--- config.mk ---
export PLATFORM = sky130hd
export DESIGN_NAME = dat_serializer
export DESIGN_NICKNAME = d
export VERILOG_FILES = /design/src/logic/sd_dat_pkg.sv /design/src/logic/dat_serializer.sv
export VERILOG_INCLUDE_DIRS = /design/src /design/src/logic
export SDC_FILE = /design/constraint.sdc
export NUM_CORES = 1
export LEC_CHECK = 0
export ABC_AREA = 1
export BUFFER_PORTS_ARGS = -buffer_cell sky130_fd_sc_hd__buf_2
export CORE_ASPECT_RATIO = 1.1
export CORE_MARGIN = 5
export CORE_UTILIZATION = 45
export DETAILED_ROUTE_END_ITERATION = 8
export PLACE_DENSITY = 0.66
export SKIP_CTS_REPAIR_TIMING = 1
export SLEW_MARGIN = 20
export SYNTH_ARGS = -nofsm -noshare
export SYNTH_HDL_FRONTEND = slang
export SYNTH_SLANG_ARGS = --single-unit
--- constraint.sdc ---
create_clock -name sd_clock -period 4.5 [get_ports sd_clock]
set_input_delay 0.675 -clock sd_clock [delete_from_list [all_inputs] [get_ports sd_clock]]
set_output_delay 0.675 -clock sd_clock [all_outputs]
set_load 0.05 [all_outputs]
--- src/logic/sd_dat_config.svh ---
`ifndef SD_DAT_CONFIG_SVH
`define SD_DAT_CONFIG_SVH

// data word carried by one block
`define DAT_WORD_BITS 32

// CCITT CRC over the data bits
`define DAT_CRC_BITS 16

// start bit + data + crc + end bit
`define DAT_FRAME_BITS 50

// status token from the card after a write, start bit included
`define DAT_TOKEN_BITS 8

`define DAT_BLOCK_BITS 4
`define DAT_TIMEOUT_BITS 16

// status bits of an accepted block
`define DAT_TOKEN_OK 3'b010

`endif
--- src/logic/sd_dat_pkg.sv ---
`default_nettype none

`include "sd_dat_config.svh"

package sd_dat_pkg;

	typedef logic [`DAT_WORD_BITS-1:0] dat_word_t;
	typedef logic [`DAT_CRC_BITS-1:0] crc16_t;
	typedef logic [5:0] frame_len_t;
	typedef logic [`DAT_BLOCK_BITS-1:0] blk_count_t;
	typedef logic [`DAT_TIMEOUT_BITS-1:0] timeout_t;

	// write_read high selects a write (host to card)
	typedef struct packed {
		logic write_read;
		logic multiple;
		blk_count_t blocks;
		timeout_t timeout;
	} host_cmd_t;

	// crc_ok also covers the end bit
	typedef struct packed {
		dat_word_t word;
		logic [2:0] token;
		logic crc_ok;
	} rx_result_t;

	typedef enum logic [2:0] {
		S_IDLE,
		S_FETCH,
		S_SEND,
		S_TOKEN,
		S_WAIT_RX,
		S_STORE,
		S_DONE
	} ctrl_state_t;

	// one bit of x^16 + x^12 + x^5 + 1
	function automatic crc16_t crc16_step(input crc16_t crc, input logic bit_in);
		logic fb;
		crc16_t nxt;
		fb = crc[`DAT_CRC_BITS-1] ^ bit_in;
		nxt = {crc[`DAT_CRC_BITS-2:0], 1'b0};
		if (fb)
			nxt = nxt ^ 16'h1021;
		return nxt;
	endfunction

endpackage

`default_nettype wire

--- src/logic/dat_serializer.sv ---
`timescale 1ns/1ps
`default_nettype none

`include "sd_dat_config.svh"

module dat_serializer (
	input wire sd_clock,
	input wire arst_n,
	input wire tx_load,
	input wire sd_dat_pkg::dat_word_t tx_word,
	output logic dat_out,
	output logic dat_oe,
	output logic tx_done
);
	import sd_dat_pkg::*;

	localparam frame_len_t DATA_END = frame_len_t'(`DAT_WORD_BITS);
	localparam frame_len_t CRC_END = frame_len_t'(`DAT_WORD_BITS + `DAT_CRC_BITS);
	localparam frame_len_t LAST_BIT = frame_len_t'(`DAT_FRAME_BITS - 1);

	dat_word_t shreg;
	crc16_t crc;
	// index of the bit currently on the line
	frame_len_t cnt;
	logic busy;

	always_ff @(posedge sd_clock or negedge arst_n) begin
		if (!arst_n) begin
			busy <= 1'b0;
			cnt <= '0;
			dat_out <= 1'b1;
			dat_oe <= 1'b0;
			tx_done <= 1'b0;
		end else begin
			tx_done <= 1'b0;
			if (tx_load) begin
				// start bit goes out first
				busy <= 1'b1;
				cnt <= '0;
				dat_out <= 1'b0;
				dat_oe <= 1'b1;
			end else if (busy) begin
				cnt <= cnt + 1'b1;
				if (cnt == LAST_BIT) begin
					busy <= 1'b0;
					dat_oe <= 1'b0;
					dat_out <= 1'b1;
					tx_done <= 1'b1;
				end else if (cnt < DATA_END) begin
					dat_out <= shreg[`DAT_WORD_BITS-1];
				end else if (cnt < CRC_END) begin
					dat_out <= crc[`DAT_CRC_BITS-1];
				end else begin
					// end bit
					dat_out <= 1'b1;
				end
			end
		end
	end

	// crc is final when the last data bit leaves, then it is shifted out
	always_ff @(posedge sd_clock) begin
		if (tx_load) begin
			shreg <= tx_word;
			crc <= '0;
		end else if (busy) begin
			if (cnt < DATA_END) begin
				shreg <= {shreg[`DAT_WORD_BITS-2:0], 1'b0};
				crc <= crc16_step(crc, shreg[`DAT_WORD_BITS-1]);
			end else if (cnt < CRC_END) begin
				crc <= {crc[`DAT_CRC_BITS-2:0], 1'b0};
			end
		end
	end

endmodule

`default_nettype wire

==> run summary, run 1 <==
Outcome -> finished clean
Vias in the first global route -> 1771
CTS H-tree lvls -> 3
Crit-path leading delay family -> buffers and inverters
Vias -> 1806
Data required, critical path -> 4480 ps
Mapped Cells -> 269
Fillcell total -> 530
Distinct cell type count after synthesis -> 22
Worst path buffer plus inverter count -> 3
Synth Area per Inst -> 9.04 um^2
Worst path slowest cell -> buf_2
PortBufs -> 37
Fin. Hold Viols -> 0
GPL Wtd Cong -> 0.763
Antenna viol nets, final -> 0
Share of cells above drive strength 1 -> 0.176
Worst-Margin Slew -> 661 ps
DR iter-0 viols -> 92
Sequential fraction of the synthesis area -> 0.630
Synth top area share -> 0.395
CP max stage delay -> 520 ps
Fin Clk Skew -> 6.75 ps
Post-Syn Area -> 2430 um^2
Yosys reg bits -> 58
Fmax -> 536 MHz
Total length of routed wires -> 4.33 mm
Arr. time, crit path -> 1850 ps
RSZ-0062 raised after global routing -> false
Synth top area cells -> edfxtp_1 (40%), nand2_1 (17%), dfxtp_1 (13%), dfrtp_1 (9.3%), o21ai_0 (3.5%)
Initial Utilization -> 0.457
Setup_tns -> 0 ps
Area growth syn-to-layout -> 16.5%
Root buffer cell -> clkbuf_8
Number of diodes -> 0
Grt met1 use -> 0.164
# rows -> 28
Largest net degree at the start of global routing -> 51
Fin Hold WS -> 196 ps
Startpoint types -> input port
Most area-hungry cell type in the Yosys netlist -> edfxtp_1
Aggregate global routing overflow -> 0
First drt pass iteration count -> 6
Core Area -> 5330 um^2
Initial antenna violation count -> 0
Power per cell area -> 397 nW/um^2
Wire length per cell -> 11.2 um
GR peak layer -> met2
CTS max path bufs -> 2
Die height -> 87.1 um
Worst skew pair latency -> 330 ps
Clk sink count -> 58
Crit path max fanout -> 39
Routing usage on met3 -> 0.0538
MaxCap Viol Count -> 0
Leak -> 1.39 nW
Tot GR Track Use -> 0.142
First-pass GRT wire length -> 7.46 mm
CTS tree -> built
Worst slew margin -> 0.559
Crit Path Category -> in2reg
Final routed DRC violation total -> 0
Met2 usage -> 0.224
HPWL after DPL -> 2.82 mm
Syn_nets -> 306
DR vias/cell -> 4.65
Worst Setup End Kind -> register
Max-slew violations -> 0
IR drop worst, VDD -> 204 uV
Num ports -> 38
Die ar. -> 6980 um^2
DIE WIDTH -> 80.1 um
Tightest Hold Check Type -> in2async
CTS buffer count -> 9
Worst-path clk slew -> 60 ps
Final #Nets -> 345
Final Critical Period -> 1870 ps
Yosys warnings -> 0
Part of the cycle the worst path needs -> 0.415
Final setup viols -> 0
CP cell instances -> buf_2 > inv_1 > o21ai_2 > buf_4
-- cell usage after synthesis --
cell,count
nor2_1,21
nand4_1,4
dfstp_2,1
edfxtp_1,32
o21ai_0,17
buf_1,1
ha_1,2
buf_4,1
buf_2,5
inv_1,19
nand2_1,110
nor3_1,3
dfxtp_1,16
nand2_4,1
o22ai_1,1
nor2_2,1
dfrtp_1,9
nand3_1,7
clkbuf_1,3
a21oi_1,13
inv_2,1
buf_6,1
-- cells by family (layout without fill, tap and decap cells) --
| kind of cell | Yosys count | count (layout) | synth area share |
|---|---|---|---|
| AO/OA/AOI/OAI | 31 | 31 | 0.0643 |
| adder cells (fa/ha/maj) | 2 | 2 | 0.0103 |
| buffers and inverters | 31 | 75 | 0.0550 |
| flip-flops | 58 | 58 | 0.630 |
| AND/OR/NAND/NOR | 147 | 147 | 0.240 |
-- layer usage --
layer / part of all wire / routed length [um]
met1: 0.47 / 2040
met2: 0.46 / 1980
met3: 0.050 / 217
met5: 0 / 0
met4: 0.022 / 97
-- metrics by stage --
stage,total power [mW],utilization,cell area (um^2),worst slack [ps],instances
final,1.13,0.532,2830,2630,388
after global routing,1.19,0.532,2830,2510,388
after CTS,1.14,0.532,2830,2620,388
after detailed placement,0.736,0.502,2670,2270,372
after global placement,0.734,0.502,2670,2330,372
after floorplan,0.700,-,2430,1180,269
-- layout make-up --
cell class              count  area [um^2]  share of cell area
inverters                  20         75.1              0.0265
multi-input cells         180          769               0.272
flip-flops and latches     58         1530               0.541
clock buffers              15          156              0.0552
repair buffers             39          200              0.0707
clock inverters             1         5.00             0.00177
well taps                  75         93.8              0.0331
-- power breakdown --
group | leakage [nW] | switching (mW) | internal, mW | total (mW)
clock | 0.0817 | 0.186 | 0.215 | 0.401
combinational | 0.705 | 0.0550 | 0.0412 | 0.0962
sequential | 0.606 | 0.0227 | 0.606 | 0.629
-- flip-flops by register name (all words and copies together) (netlist names) --
register / cells
crc: 16
tx_done: 1
cnt: 6
busy: 1
dat_out: 1
dat_oe: 1
shreg: 32
-- worst paths after layout --
| kind | end | slack [ps] | cells after the start | start |
|---|---|---|---|---|
| setup / recovery | shreg[28] | 2630 | 4 | tx_load |
| hold / removal | cnt[5] | 200 | 1 | arst_n |
| setup reg to reg | shreg[28] | 2960 | 3 | busy |
| hold reg to reg | crc[13] | 460 | 2 | crc[12] |
| max in group asynchronous | dat_out | 4050 | 1 | arst_n |
| min in group sd_clock | crc[13] | 460 | 2 | crc[12] |
-- worst register-to-register path: cells and delay by family, from the launching register on --
kind / cells / cell delay [ps]
DFF: 1 / 510
buffers and inverters: 2 / 540
AOI/OAI and AO/OA: 1 / 140
-- cells in the final DEF (no fill, tap or decap) --
master,count
ha_1,2
nand2_1,110
a21oi_1,13
nor3_1,3
nand3_1,7
dfxtp_1,16
buf_2,37
inv_2,1
nor2_2,1
o21ai_0,16
nor2_1,21
clkbuf_8,10
clkbuf_1,5
o22ai_1,1
nand4_1,4
buf_4,2
inv_1,19
nand2_4,1
dfrtp_1,9
o21ai_2,1
edfxtp_1,32
clkinv_2,1
dfstp_2,1
(Power assumes the default switching activity.)
==> run 2: changes to the inputs <==
- ABC_AREA: 1 -> 0
- clock period: 4.5 -> 1.95 ns (I/O delays scaled with it)
==> run 2 against run 1 <==
  * Clock power increased by 120%
  * Hold slack better by 57 ps
  * Highest routed layer unchanged
  * Critical path depth fell by 3
  * Largest cell class unchanged
  * Global-route usage decreased by 0.65 points
  * Synthesized area is 0.15% higher
  * Non-clock buffer count grew 7
==> run summary, run 2 <==
Placed cells -> 297 (-20%)
DIE WIDTH -> 80.2 um (about the same)
Antenna viol nets, final -> 0 (unchanged)
Area growth syn-to-layout -> 18.0%
MaxCap Viol Count -> 0 (unchanged)
Total length of routed wires -> 4.03 mm (-6.8%)
Synth top area cells -> edfxtp_1 (39%), mux2_2 (14%), dfxtp_1 (13%), dfrtp_1 (9.2%), nand2_1 (4.5%)
First-pass GRT wire length -> 7.02 mm (-5.9%)
Outcome -> finished clean
Fmax -> 711 MHz
Num ports -> 38 (unchanged)
Met2 wire len -> 1.86 mm (-5.8%)
Post-synth EDFFs -> 32 (unchanged)
Root buffer cell -> clkbuf_8
Dpl ws -> 476 ps (-1790 ps)
Worst path slowest cell -> dfstp_2
Part of the cycle the worst path needs -> 0.721
Most area-hungry cell type in the Yosys netlist -> edfxtp_1
CTS H-tree lvls -> 3 (unchanged)
Synth top area share -> 0.394 (-0.000609)
CP max stage delay -> 530 ps (about the same)
Top flop regs -> shreg x32, crc x16, cnt x6
DR iter-0 viols -> 72 (-22%)
Syn_nets -> 226 (-26%)
Final #Nets -> 271 (-21%)
Number of diodes -> 0 (unchanged)
Wire length per cell -> 12.8 um (+15%)
CTS buffer count -> 9 (unchanged)
Crit Path Category -> reg2out
Most used DFF post-synth -> edfxtp_1
Post-synth top cells -> edfxtp_1 (32), mux2_2 (31), nand2_1 (29), dfxtp_1 (16), a21oi_1 (15)
Max-slew violations -> 0 (unchanged)
Final routed DRC violation total -> 0 (unchanged)
Tot GR Track Use -> 0.135 (-0.00654)
Worst-Margin Slew -> 447 ps (-214 ps)
Worst-path clk slew -> 60 ps (about the same)
Distinct cell type count after synthesis -> 34 (+55%)
PortBufs -> 37 (unchanged)
R2R setup slack -> 550 ps (-2410 ps)
Most flops, register -> shreg
HPWL after DPL -> 2.77 mm (-1.7%)
RSZ-0062 raised after global routing -> false
Initial antenna violation count -> 0 (unchanged)
Mapped Cells -> 189 (-30%)
Fin. Hold Viols -> 0 (unchanged)
CTS max path bufs -> 2 (unchanged)
Vias -> 1526 (-16%)
Final core utilization -> 0.540 (+0.00799)
Yosys reg bits -> 58 (unchanged)
Crit-path leading delay family -> flip-flops
Final setup viols -> 0 (unchanged)
Final Critical Period -> 1410 ps
Data required, critical path -> 1660 ps (-2820 ps)
Share of cells above drive strength 1 -> 0.397 (+0.222)
Die height -> 87.2 um (about the same)
Async S/R FF share, synth -> 0.172 (unchanged)
DR vias/cell -> 4.86 (+4.4%)
Sequential fraction of the synthesis area -> 0.629 (-0.000971)
Die ar. -> 6990 um^2 (+0.13%)
Commonest non-fill, non-tap cell in the layout -> buf_2
Initial Utilization -> 0.457 (+0.000705)
Post-route setup slack -> 543 ps (-2090 ps)
Power per cell area -> 871 nW/um^2 (+120%)
Tightest Hold Check Type -> in2reg
Most frequent cell after synthesis -> edfxtp_1
Yosys warnings -> 0 (unchanged)
Met3 WL -> 261 um (+20%)
Worst Setup End Kind -> primary output
Aggregate global routing overflow -> 0 (unchanged)
Max FFs per register -> 32 (unchanged)
Worst path buffer plus inverter count -> 1 (-2)
Post-Syn Area -> 2440 um^2 (+0.15%)
IR drop worst, VDD -> 525 uV (+160%)
Arr. time, crit path -> 1110 ps (-740 ps)
Crit path max fanout -> 2 (-95%)
GPL Wtd Cong -> 0.731 (-4.2%)
CTS tree -> built
Worst slew margin -> 0.700 (+0.141)
Core Area -> 5330 um^2 (unchanged)
WL met1 -> 1.87 mm (-8.1%)
Setup_tns -> 0 ps (unchanged)
# rows -> 28 (unchanged)
Leak -> 1.14 nW (-18%)
Worst skew pair latency -> 330 ps (about the same)
Largest net degree at the start of global routing -> 25 (-51%)
Vias in the first global route -> 1557 (-12%)
CP cell instances -> buf_2
Clk sink count -> 58 (unchanged)
Fin Clk Skew -> 10.5 ps (+3.70 ps)
Startpoint types -> register
Non-Filler Instances -> 314 (-19%)
First drt pass iteration count -> 4 (-2)
Most frequent cells in the layout -> buf_2 (37), edfxtp_1 (32), mux2_2 (31)
Top Layer Used -> met4
Synth Area per Inst -> 12.9 um^2 (+43%)
## run 2: cell count changes after synthesis, sizes merged, moves of 3 or more
cell,delta
or3,+3
o21ai,-14
nand3,-7
mux2,+31
nor2,-10
nand2,-82
xor2,+3
inv,-16
## run 2: logic make-up (layout without fill, tap and decap cells)
group,count (synthesis),after routing,synth area share
buffers and inverters,16,66,0.0375
adders and majority gates,2,2,0.0103
muxes,31,31,0.143
DFF,58,58,0.629
and+or+nand+nor,50,50,0.0919
xor gates and xnor gates,5,5,0.0180
AOI/OAI and AO/OA,27,27,0.0699
## run 2: cell type report
class	instances	area, um^2
inverter	4	15.0
clock buffer	12	135
timing repair buffer	46	268
clock inverter	4	18.8
fill	482	2450
tap	75	93.8
multi-input combinational	115	812
sequential	58	1530
## run 2: through the flow
stage	hold slack (ps)	instance area [um^2]	power [mW]
floorplan	-3.09	2440	1.57
global placement	162	2710	1.64
detailed placement	166	2710	1.64
CTS	-207	2870	2.54
global route	239	2880	2.65
finish	253	2880	2.50
## run 2: path summary, 6_finish.rpt
check	from	end	depth (start not counted)
setup reg to reg	cnt[5]	crc[6]	4
hold reg to reg	crc[6]	crc[7]	2
hold / removal	tx_word[0]	shreg[0]	2
setup / recovery	dat_out	dat_out	1
min in group asynchronous	arst_n	cnt[3]	2
max in group asynchronous	arst_n	dat_out	2
## run 2: layer usage
layer  track usage  vias up
met2         0.192       31
met5             0        -
met4        0.0691        0
li1              -      762
met1         0.174      728
met3        0.0600        5
## run 2: report_power, final
part	total, mW	internal, mW	switching (mW)
registers	1.43	1.39	0.0336
logic	0.187	0.112	0.0747
clock network	0.891	0.451	0.440
total	2.50	1.96	0.548
