## src/logic/sd_dat_config.svh

```systemverilog
`ifndef SD_DAT_CONFIG_SVH
`define SD_DAT_CONFIG_SVH

// data word carried by one block
`define DAT_WORD_BITS 32

// CCITT CRC over the data bits
`define DAT_CRC_BITS 16

// start bit + data + crc + end bit
`define DAT_FRAME_BITS 50

// status token from the card after a write, start bit included
`define DAT_TOKEN_BITS 8

`define DAT_BLOCK_BITS 4
`define DAT_TIMEOUT_BITS 16

// status bits of an accepted block
`define DAT_TOKEN_OK 3'b010

`endif
```

## src/logic/sd_dat_pkg.sv

```systemverilog
`default_nettype none

`include "sd_dat_config.svh"

package sd_dat_pkg;

	typedef logic [`DAT_WORD_BITS-1:0] dat_word_t;
	typedef logic [`DAT_CRC_BITS-1:0] crc16_t;
	typedef logic [5:0] frame_len_t;
	typedef logic [`DAT_BLOCK_BITS-1:0] blk_count_t;
	typedef logic [`DAT_TIMEOUT_BITS-1:0] timeout_t;

	// write_read high selects a write (host to card)
	typedef struct packed {
		logic write_read;
		logic multiple;
		blk_count_t blocks;
		timeout_t timeout;
	} host_cmd_t;

	// crc_ok also covers the end bit
	typedef struct packed {
		dat_word_t word;
		logic [2:0] token;
		logic crc_ok;
	} rx_result_t;

	typedef enum logic [2:0] {
		S_IDLE,
		S_FETCH,
		S_SEND,
		S_TOKEN,
		S_WAIT_RX,
		S_STORE,
		S_DONE
	} ctrl_state_t;

	// one bit of x^16 + x^12 + x^5 + 1
	function automatic crc16_t crc16_step(input crc16_t crc, input logic bit_in);
		logic fb;
		crc16_t nxt;
		fb = crc[`DAT_CRC_BITS-1] ^ bit_in;
		nxt = {crc[`DAT_CRC_BITS-2:0], 1'b0};
		if (fb)
			nxt = nxt ^ 16'h1021;
		return nxt;
	endfunction

endpackage

`default_nettype wire

```

## src/logic/dat_deserializer.sv

```systemverilog
`timescale 1ns/1ps
`default_nettype none

`include "sd_dat_config.svh"

module dat_deserializer (
	input wire sd_clock,
	input wire arst_n,
	input wire rx_enable,
	input wire rx_token_mode,
	input wire dat_in,
	output logic rx_started,
	output logic rx_done,
	output sd_dat_pkg::rx_result_t rx_result
);
	import sd_dat_pkg::*;

	localparam frame_len_t DATA_END = frame_len_t'(`DAT_WORD_BITS);
	localparam frame_len_t CRC_END = frame_len_t'(`DAT_WORD_BITS + `DAT_CRC_BITS);
	localparam frame_len_t FRAME_LAST = frame_len_t'(`DAT_FRAME_BITS - 2);
	localparam frame_len_t TOKEN_LAST = frame_len_t'(`DAT_TOKEN_BITS - 2);

	// bits after the start bit, counted from zero
	frame_len_t cnt;
	frame_len_t last;
	logic busy;
	logic start_seen;
	dat_word_t word_q;
	crc16_t crc_calc;
	crc16_t crc_rx;
	logic [2:0] token_q;
	logic crc_ok_q;

	assign last = rx_token_mode ? TOKEN_LAST : FRAME_LAST;
	assign start_seen = rx_enable && !rx_started && !dat_in;
	assign rx_result = '{word: word_q, token: token_q, crc_ok: crc_ok_q};

	always_ff @(posedge sd_clock or negedge arst_n) begin
		if (!arst_n) begin
			rx_started <= 1'b0;
			busy <= 1'b0;
			cnt <= '0;
			rx_done <= 1'b0;
		end else begin
			rx_done <= 1'b0;
			if (!rx_enable) begin
				// stays started until the controller lets go
				rx_started <= 1'b0;
				busy <= 1'b0;
			end else if (start_seen) begin
				rx_started <= 1'b1;
				busy <= 1'b1;
				cnt <= '0;
			end else if (busy) begin
				cnt <= cnt + 1'b1;
				if (cnt == last) begin
					busy <= 1'b0;
					rx_done <= 1'b1;
				end
			end
		end
	end

	always_ff @(posedge sd_clock) begin
		if (start_seen) begin
			crc_calc <= '0;
		end else if (busy) begin
			if (rx_token_mode) begin
				// status bits follow the start bit
				if (cnt < 3'd3)
					token_q <= {token_q[1:0], dat_in};
			end else if (cnt < DATA_END) begin
				word_q <= {word_q[`DAT_WORD_BITS-2:0], dat_in};
				crc_calc <= crc16_step(crc_calc, dat_in);
			end else if (cnt < CRC_END) begin
				crc_rx <= {crc_rx[`DAT_CRC_BITS-2:0], dat_in};
			end
			// last bit is the end bit, must be high
			if (cnt == last)
				crc_ok_q <= dat_in && (rx_token_mode || crc_calc == crc_rx);
		end
	end

endmodule

`default_nettype wire

```

## config.mk

```make
export PLATFORM = sky130hd
export DESIGN_NAME = dat_deserializer
export DESIGN_NICKNAME = d
export VERILOG_FILES = /design/src/logic/sd_dat_pkg.sv /design/src/logic/dat_deserializer.sv
export VERILOG_INCLUDE_DIRS = /design/src /design/src/logic
export SDC_FILE = /design/constraint.sdc
export NUM_CORES = 1
export LEC_CHECK = 0
export ABC_AREA = 1
export BUFFER_PORTS_ARGS = -buffer_cell sky130_fd_sc_hd__buf_2
export CORE_UTILIZATION = 60
export DETAILED_ROUTE_END_ITERATION = 10
export PLACE_DENSITY = 0.84
export SYNTH_ARGS = -nofsm -noshare
export SYNTH_HDL_FRONTEND = slang
export SYNTH_SLANG_ARGS = --single-unit
```

## constraint.sdc

```tcl
create_clock -name sd_clock -period 3.98 [get_ports sd_clock]
set_input_delay 0.796 -clock sd_clock [delete_from_list [all_inputs] [get_ports sd_clock]]
set_output_delay 0.796 -clock sd_clock [all_outputs]
set_load 0.01 [all_outputs]
```

==> results of run 1 <==
-- state kept, by name (all words and copies together) (netlist names) --
signal,cells
word_q,32
rx_started,1
crc_ok_q,1
rx_done,1
crc_rx,16
cnt,6
busy,1
crc_calc,16
token_q,3
-- path summary, 6_finish.rpt --
path | endpoint | from | cells past startpoint
max | word_q[26]$_DFFE_PP_ | rx_token_mode | 5
min | rx_done$_DFF_PN0_ | arst_n | 1
max reg2reg | word_q[26]$_DFFE_PP_ | cnt[5]$_DFFE_PN0P_ | 4
min reg2reg | word_q[3]$_DFFE_PP_ | word_q[2]$_DFFE_PP_ | 0
max in group asynchronous | rx_started$_DFFE_PN0P_ | arst_n | 1
min in group sd_clock | word_q[3]$_DFFE_PP_ | word_q[2]$_DFFE_PP_ | 0
-- cell families after synthesis --
family	Yosys count
buf+inv	51
xor+xnor	3
compound gates	41
simple gates	100
fa+ha+maj	1
flops	77
-- layout make-up --
type	count	area [um2]
repair buffers	44	225
multi-input cells	145	663
clock inverters	5	50.0
fillers	354	1320
inverters	45	169
clock buffers	11	141
flip-flops and latches	77	2110
well taps	67	83.8
-- cell usage after synthesis (3+ instances only) --
master	instances
a21oi_1	20
buf_2	4
dfrtp_1	9
dfxtp_1	16
edfxtp_1	52
inv_1	43
nand2_1	61
nand3_1	3
nand4_1	4
nor2_1	24
o21ai_0	14
o21ai_1	6
-- through the flow --
stage | hold slack (ns) | instances
floorplan | 0.450 | 273
global placement | 0.429 | 378
detailed placement | 0.431 | 378
CTS | 0.282 | 394
global route | 0.292 | 394
finish | 0.287 | 394
-- worst max-delay path: cells and delay by family --
family / cells / cell delay (ns)
buf+inv: 3 / 0.60
simple gates: 2 / 0.67
-- report_power, final --
| part | switching (mW) | internal, mW | leakage, nW |
|---|---|---|---|
| sequential | 0.0478 | 0.920 | 0.725 |
| combinational | 0.124 | 0.0740 | 0.700 |
| clock | 0.264 | 0.303 | 0.101 |
| total | 0.436 | 1.30 | 1.53 |
-- routing by layer --
metal	GRT usage	vias to the layer above
li1	-	989
met5	0	-
met1	0.259	912
met3	0.0708	9
met2	0.360	63
met4	0.0915	0
==> run summary, run 1 <==
status: completed
Crit path arrival time: 2.09 ns
overall die height: 72.4 um
CTS tree: built
synthesis-stage register bit count: 77
Reg clk slew, reported paths: 0.08 ns
Crit Path Class: input pin to register
CTS Sinks: 77
Slowest-stage cell, CP: nand3_2
R2R setup slack: 2.09 ns
syn nets: 279
register area share after synthesis: 0.709
final setup margin: 1.90 ns
Setup TNS: 0 ns
dominant cells by area after synthesis: edfxtp_1, dfxtp_1, nand2_1, dfrtp_1, inv_1
Final min period: 2.08 ns
post-route design area: 0.00344 mm2
Synth Flop Type: edfxtp_1
max cap viols: 0
CP endpoint kind: register
antenna violations before repair: 0
met2 WL: 2620 um
1st-iter DRT viols: 91
cell chain of the critical path: buf_2 -> inv_1 -> nand3_2 -> nor2_2 -> buf_4
synthesized area: 0.00297 mm2
DRT Pass-1 Iters: 4
port bufs: 42
Starting Density: 0.625
Yosys top cell by area: edfxtp_1
worst rel slew slack: 0.557
vias per cell: 5.01
post-route ant nets: 0
crit-path max FO: 33
grt ovf: 0
VDD IR max: 0.362 mV
Resize count post-CTS: 0
asr flop ratio synth: 0.117
root buf cell: clkbuf_8
final setup fails: 0
Hold Fails Final Rpt: 0
Synth Area in Adders: 0.00421
setup bufs post-CTS: 0
RSZ-0062 raised after global routing: no
share of cells above drive strength 1: 0.199
Via Count: 1973
Ys Warns: 0
Remaining DRCs: 0
ant diodes: 0
cts hold-fix bufs: 0
synthesized instance count: 273
hpwl dp: 3570 um
Max Slew Vio Count: 0
Worst-Margin Slew: 0.658 ns
mux contribution to synthesized area: 0
Std-Cell Rows: 25
max incr delay on CP: 0.44 ns
commonest cells after routing, fill and taps aside: nand2_1, edfxtp_1, inv_1
largest family of logic cells by synthesized area: simple AND/OR/NAND/NOR gates
Routed WL: 5180 um
worst hold path type: input pin to async pin
max layer used: met4
vias in the first global route: 1833
Avg Cell Area, Syn: 10.9 um2
Area after DPL: 0.00325 mm2
Synth top area share: 0.525
fin nets: 328
synth unique cells: 23
pwr/cell area: 504 mW/mm2
Max Buffers Root-to-Sink: 2
Area Overhead vs Synth: 15.7%
Leakage: 1.53 nW
f_max: 0.480 GHz
Clock Latency Late Sink: 0.35 ns
I/O pins: 43
most common cell after layout, fill and taps aside: nand2_1
cts bufs inserted: 9
fin util: 0.723
met3 WL: 292 um
die footprint: 0.00524 mm2
Worst setup SP type: input pin
metal1 wirelength: 2180 um
Power, Total: 1.73 mW
GP Congestion: 0.851
number of synthesized flops with an enable pin: 52
Req. time, crit path: 3.98 ns
H-tree depth: 3
Avg WL per Cell: 13.1 um
post-synthesis xor/xnor area fraction: 0.00884
Clock Skew: 0.00926 ns
Die X-Extent: 72.4 um
Setup WS pre-CTS: 1.55 ns
first-pass GRT wire length: 8200 um
largest net degree at the start of global routing: 34
Synth Area in Compound Gates: 0.0699
GRT Total Usage: 0.216
core box area: 0.00475 mm2
final period utilization: 0.523
Synth Area in Simple Gates: 0.139
(Power assumes the default switching activity.)
==> run 2, diff against run 1 <==
--- a/config.mk
+++ b/config.mk
@@ -8,9 +8,9 @@
 export LEC_CHECK = 0
 export ABC_AREA = 1
 export BUFFER_PORTS_ARGS = -buffer_cell sky130_fd_sc_hd__buf_2
-export CORE_UTILIZATION = 60
+export CORE_UTILIZATION = 50
 export DETAILED_ROUTE_END_ITERATION = 10
-export PLACE_DENSITY = 0.84
+export PLACE_DENSITY = 0.75
 export SYNTH_ARGS = -nofsm -noshare
 export SYNTH_HDL_FRONTEND = slang
 export SYNTH_SLANG_ARGS = --single-unit
==> constraint.sdc (replaced) <==
create_clock -name sd_clock -period 1.76 [get_ports sd_clock]
set_input_delay 0.352 -clock sd_clock [delete_from_list [all_inputs] [get_ports sd_clock]]
set_output_delay 0.352 -clock sd_clock [all_outputs]
set_load 0.01 [all_outputs]
==> run summary, run 2 (synthesized netlist as in run 1, its figures left out) <==
delay-heaviest family, CP: simple AND/OR/NAND/NOR gates
worst rel slew slack: 0.729 (+0.172)
RR Endpoint: token_q[2]$_DFFE_PP_
vias in the first global route: 1892 (+3.2%)
GRT Total Usage: 0.194 (-0.0222)
1st-iter DRT viols: 200 (+120%)
hpwl dp: 3740 um (+5.0%)
post-route ant nets: 0 (unchanged)
core box area: 0.00561 mm2 (+18%)
max FFs per register: 32 (unchanged)
Starting Density: 0.530 (-0.0951)
crit-path max FO: 4 (-88%)
post-route design area: 0.00355 mm2 (+3.2%)
RSZ-0062 raised after global routing: no
worst hold path type: input pin to register
max cap viols: 0 (unchanged)
hold depth: 3
antenna violations before repair: 0 (unchanged)
Remaining DRCs: 0 (unchanged)
Hold Startpoint: rx_enable
global routing usage on met1: 0.244 (-0.0148)
Reg clk slew, reported paths: 0.07 ns (about the same)
CTS tree: built
Worst Path Buf+Inv: 1 (-2)
Die X-Extent: 79.1 um (+9.3%)
Setup WS pre-CTS: 0.100 ns (-1.45 ns)
overall die height: 79.1 um (+9.3%)
setup bufs post-CTS: 0 (unchanged)
commonest cells after routing, fill and taps aside: nand2_1, edfxtp_1, inv_1
final period utilization: 0.953
largest net degree at the start of global routing: 33 (-2.9%)
Slowest-stage cell, CP: dfrtp_1
met2 GRT Util: 0.307 (-0.0534)
Max Slew Vio Count: 0 (unchanged)
global routing's busiest layer: met2
Crit Path Class: register to register
Sw Ratio: 0.249 (-0.00253)
port bufs: 42 (unchanged)
most common cell after layout, fill and taps aside: nand2_1
DRT Pass-1 Iters: 4 (unchanged)
Net Switching: 1.01 mW (+130%)
Routed WL: 5360 um (+3.5%)
met3 Use GR: 0.0598 (-0.0111)
Resize count post-CTS: 0 (unchanged)
root buf cell: clkbuf_8
Clock Latency Late Sink: 0.34 ns (about the same)
Req. time, crit path: 1.82 ns (-2.16 ns)
Worst-Margin Slew: 0.404 ns (-0.254 ns)
R2R setup slack: 0.08 ns (-2.01 ns)
largest registers: word_q: 32 flops, crc_calc: 16 flops, crc_rx: 16 flops
grt ovf: 0 (unchanged)
Power, Total: 4.06 mW (+130%)
share of total power in the clock network: 0.347 (+0.020)
share of cells above drive strength 1: 0.216 (+0.0174)
Final min period: 1.68 ns
Top reg by flops: word_q
Area Overhead vs Synth: 19.4%
cts hold-fix bufs: 1 (+1)
H-tree depth: 3 (unchanged)
Hold Crit Endpoint: rx_started$_DFFE_PN0P_
I/O pins: 43 (unchanged)
CTS Sinks: 77 (unchanged)
Filler cells: 449 (+27%)
VDD IR max: 0.685 mV (+89%)
first-pass GRT wire length: 8870 um (+8.2%)
f_max: 0.596 GHz
fin nets: 334 (+1.8%)
Clock Skew: 0.00750 ns (-0.00177 ns)
Max Buffers Root-to-Sink: 2 (unchanged)
vias per cell: 4.90 (-2.2%)
cts bufs inserted: 9 (unchanged)
Worst setup SP type: register
Leakage: 1.56 nW (+2.5%)
CP endpoint kind: register
cell chain of the critical path: ha_1 -> or2_2 -> nor4_1 -> buf_4
ant diodes: 0 (unchanged)
Avg WL per Cell: 13.2 um (+0.72%)
Hold Fails Final Rpt: 0 (unchanged)
die footprint: 0.00626 mm2 (+19%)
Area after DPL: 0.00332 mm2 (+2.3%)
status: completed
final setup margin: 0.0827 ns (-1.81 ns)
Crit path arrival time: 1.74 ns (-0.35 ns)
Internal: 3.05 mW (+140%)
hold slack final: 0.300 ns (+0.0128 ns)
worst reg2reg startpoint: cnt[1]$_DFFE_PN0P_
Comb power frac: 0.115 (about the same)
max incr delay on CP: 0.41 ns (-0.03 ns)
Via Count: 1983 (+0.51%)
Setup TNS: 0 ns (unchanged)
pwr/cell area: 1150 mW/mm2 (+130%)
final setup fails: 0 (unchanged)
Std-Cell Rows: 27 (+8.0%)
r2r worst-path depth: 4 (unchanged)
sequential power share: 0.538 (-0.021)
Crit path depth: 4 (-1)
GP Congestion: 0.859 (+0.94%)
## run 2: per-stage QoR
stage | util | instances
after floorplan | - | 273
after global placement | 0.593 | 388
after detailed placement | 0.593 | 388
after CTS | 0.633 | 405
after global routing | 0.633 | 405
final | 0.633 | 405
## run 2: power by group through the flow
stage	combinational, mW	clock [mW]	sequential (mW)
floorplan	0.328	0	2.21
finish	0.468	1.41	2.19
detailed placement	0.468	0	2.22
global placement	0.448	0	2.21
CTS	0.473	1.44	2.19
global route	0.540	1.51	2.21
## run 2: worst min-delay path, delay by kind of cell
family | cells | cell delay [ns]
buffers and inverters | 2 | 0.20
AOI/OAI and AO/OA | 1 | 0.05
## run 2: layout make-up
cell class,instances,area (um2),share of cell area
repair buffers,50,298,0.0839
flip-flops and latches,77,2110,0.594
multi-input cells,145,671,0.189
well taps,72,90.1,0.0254
inverters,45,169,0.0476
clock inverters,7,90.1,0.0254
clock buffers,9,124,0.0349
## run 2: worst max path at each step
stage                            to               start
6_report       token_q[2]$_DFFE_PP_  cnt[1]$_DFFE_PN0P_
5_1_grt        token_q[2]$_DFFE_PP_  cnt[0]$_DFFE_PN0P_
4_1_cts        token_q[0]$_DFFE_PP_  cnt[0]$_DFFE_PN0P_
3_5_place_dp   token_q[0]$_DFFE_PP_  cnt[0]$_DFFE_PN0P_
3_3_place_gp   token_q[1]$_DFFE_PP_  cnt[1]$_DFFE_PN0P_
2_1_floorplan  token_q[0]$_DFFE_PP_  cnt[1]$_DFFE_PN0P_
## run 2: layer usage
metal / part of all wire / wire, um
met1: 0.44 / 2350
met2: 0.48 / 2570
met3: 0.068 / 367
met4: 0.012 / 66
met5: 0 / 0
==> run 3, diff against run 2 <==
--- a/config.mk
+++ b/config.mk
@@ -8,9 +8,12 @@
 export LEC_CHECK = 0
 export ABC_AREA = 1
 export BUFFER_PORTS_ARGS = -buffer_cell sky130_fd_sc_hd__buf_2
-export CORE_UTILIZATION = 50
+export CELL_PAD_IN_SITES_DETAIL_PLACEMENT = 2
+export CELL_PAD_IN_SITES_GLOBAL_PLACEMENT = 2
+export CORE_ASPECT_RATIO = 0.5
+export CORE_UTILIZATION = 33
 export DETAILED_ROUTE_END_ITERATION = 10
-export PLACE_DENSITY = 0.75
+export PLACE_DENSITY = 0.76
 export SYNTH_ARGS = -nofsm -noshare
 export SYNTH_HDL_FRONTEND = slang
 export SYNTH_SLANG_ARGS = --single-unit
==> run summary, run 3 (synthesized netlist as in run 1, its figures left out) <==
status: complete, but fails checks
failing checks: DRC
1st-iter DRT viols: 67 (-67%)
RSZ-0062 raised after global routing: no
Resize count post-CTS: 0 (unchanged)
worst hold path type: input pin to register
Crit path arrival time: 1.70 ns (-0.04 ns)
cell chain of the critical path: ha_1 -> or2_2 -> nor4_1 -> buf_4
Finished Layout Cells: 451 (+11%)
Std-Cell Rows: 24 (-11%)
post-route ant nets: 0 (unchanged)
GRT Total Usage: 0.191 (-0.00284)
largest registers: word_q: 32 flops, crc_calc: 16 flops, crc_rx: 16 flops
Clock Latency Late Sink: 0.33 ns (about the same)
Via Count: 2163 (+9.1%)
f_max: 0.605 GHz (+1.4%)
vias in the first global route: 2427 (+28%)
Area after DPL: 0.00338 mm2 (+1.5%)
first-pass GRT wire length: 13200 um (+48%)
Leakage: 1.62 nW (+3.8%)
port bufs: 42 (unchanged)
final period utilization: 0.940 (-0.0133)
pwr/cell area: 1280 mW/mm2 (+11%)
CTS Sinks: 77 (unchanged)
CTS tree: built
max cap viols: 0 (unchanged)
hpwl dp: 5840 um (+56%)
max FFs per register: 32 (unchanged)
Starting Density: 0.341 (-0.189)
grt ovf: 0 (unchanged)
final setup margin: 0.106 ns (+0.0233 ns)
Max Slew Vio Count: 0 (unchanged)
Avg WL per Cell: 18.1 um (+37%)
Routed WL: 8160 um (+52%)
final setup fails: 0 (unchanged)
VDD IR max: 0.541 mV (-21%)
Reg clk slew, reported paths: 0.06 ns (about the same)
Hold Fails Final Rpt: 0 (unchanged)
Die X-Extent: 136 um (+72%)
vias per cell: 4.80 (-2.0%)
commonest cells after routing, fill and taps aside: nand2_1, edfxtp_1, inv_1
Req. time, crit path: 1.81 ns (about the same)
most common cell after layout, fill and taps aside: nand2_1
GP Congestion: 0.834 (-2.9%)
Max Buffers Root-to-Sink: 2 (unchanged)
I/O pins: 43 (unchanged)
root buf cell: clkbuf_16
Slowest-stage cell, CP: dfrtp_1
DRT Pass-1 Iters: 7 (+3)
Worst-Margin Slew: 0.394 ns (-0.0104 ns)
Crit Path Class: register to register
Top reg by flops: word_q
CP endpoint kind: register
Worst Path Buf+Inv: 1 (unchanged)
antenna violations before repair: 0 (unchanged)
cell total after placement: 434 (+12%)
share of cells above drive strength 1: 0.219 (+0.00235)
Clock Skew: 0.00679 ns (-0.000707 ns)
fin nets: 335 (+0.30%)
Remaining DRCs: 2 (+2)
Final min period: 1.65 ns (-0.0233 ns)
Setup TNS: 0 ns (unchanged)
post-route design area: 0.00371 mm2 (+4.6%)
largest net degree at the start of global routing: 33 (unchanged)
overall die height: 69.1 um (-13%)
Setup WS pre-CTS: 0.107 ns (+0.00703 ns)
crit-path max FO: 4 (unchanged)
Filler cells: 910 (+100%)
ant diodes: 0 (unchanged)
hold slack final: 0.307 ns (+0.00702 ns)
Worst setup SP type: register
delay-heaviest family, CP: simple AND/OR/NAND/NOR gates
die footprint: 0.00941 mm2 (+50%)
core box area: 0.00871 mm2 (+55%)
H-tree depth: 3 (unchanged)
worst rel slew slack: 0.736 (+0.00701)
max incr delay on CP: 0.41 ns (about the same)
Area Overhead vs Synth: 24.9%
cts bufs inserted: 9 (unchanged)
run 3: what timing repair did:
item,4_1_cts,5_1_grt
hold endpoints to repair,9,0
buffers inserted,0,0
hold buffers,1,0
run 3: final cells by class:
cell class                      instances  area (um2)  area share
Tap cell                              117         146      0.0394
Clock buffer                           12         256      0.0691
Sequential cell                        77        2110       0.568
Multi-Input combinational cell        145         671       0.181
Timing Repair Buffer                   51         293      0.0789
Inverter                               45         169      0.0455
Clock inverter                          4        70.1      0.0189
run 3: worst register-to-register path: cells and delay by family, from the launching register on:
family / cells / cell delay [ns]
and+or+nand+nor: 2 / 0.56
buffers and inverters: 1 / 0.18
DFF: 1 / 0.41
adders and majority gates: 1 / 0.23
run 3: final timing paths:
path / startpoint / end / slack (ns) / cells past startpoint
max: cnt[1]$_DFFE_PN0P_ / token_q[2]$_DFFE_PP_ / 0.11 / 4
min: rx_enable / rx_started$_DFFE_PN0P_ / 0.31 / 3
max reg2reg: cnt[1]$_DFFE_PN0P_ / token_q[2]$_DFFE_PP_ / 0.11 / 4
min reg2reg: word_q[13]$_DFFE_PP_ / word_q[14]$_DFFE_PP_ / 0.45 / 0
max in group asynchronous: arst_n / cnt[4]$_DFFE_PN0P_ / 1.15 / 2
min in group asynchronous: arst_n / rx_done$_DFF_PN0_ / 0.42 / 2
run 3: layer usage:
metal,share of wire,vias up,global-route usage
met4,0.021,0,0.0667
met2,0.55,40,0.353
li1,-,1001,-
met1,0.40,1110,0.208
met5,0,-,0
met3,0.028,12,0.0537
run 3: power by group:
part | switching, mW | internal [mW]
logic | 0.349 | 0.182
registers | 0.123 | 2.08
clock network | 0.685 | 1.31
run 3: stage by stage:
stage	power [mW]	utilization
after floorplan	2.54	-
after global placement	2.68	0.388
after detailed placement	2.76	0.388
after CTS	4.80	0.426
after global routing	4.94	0.426
final	4.74	0.426
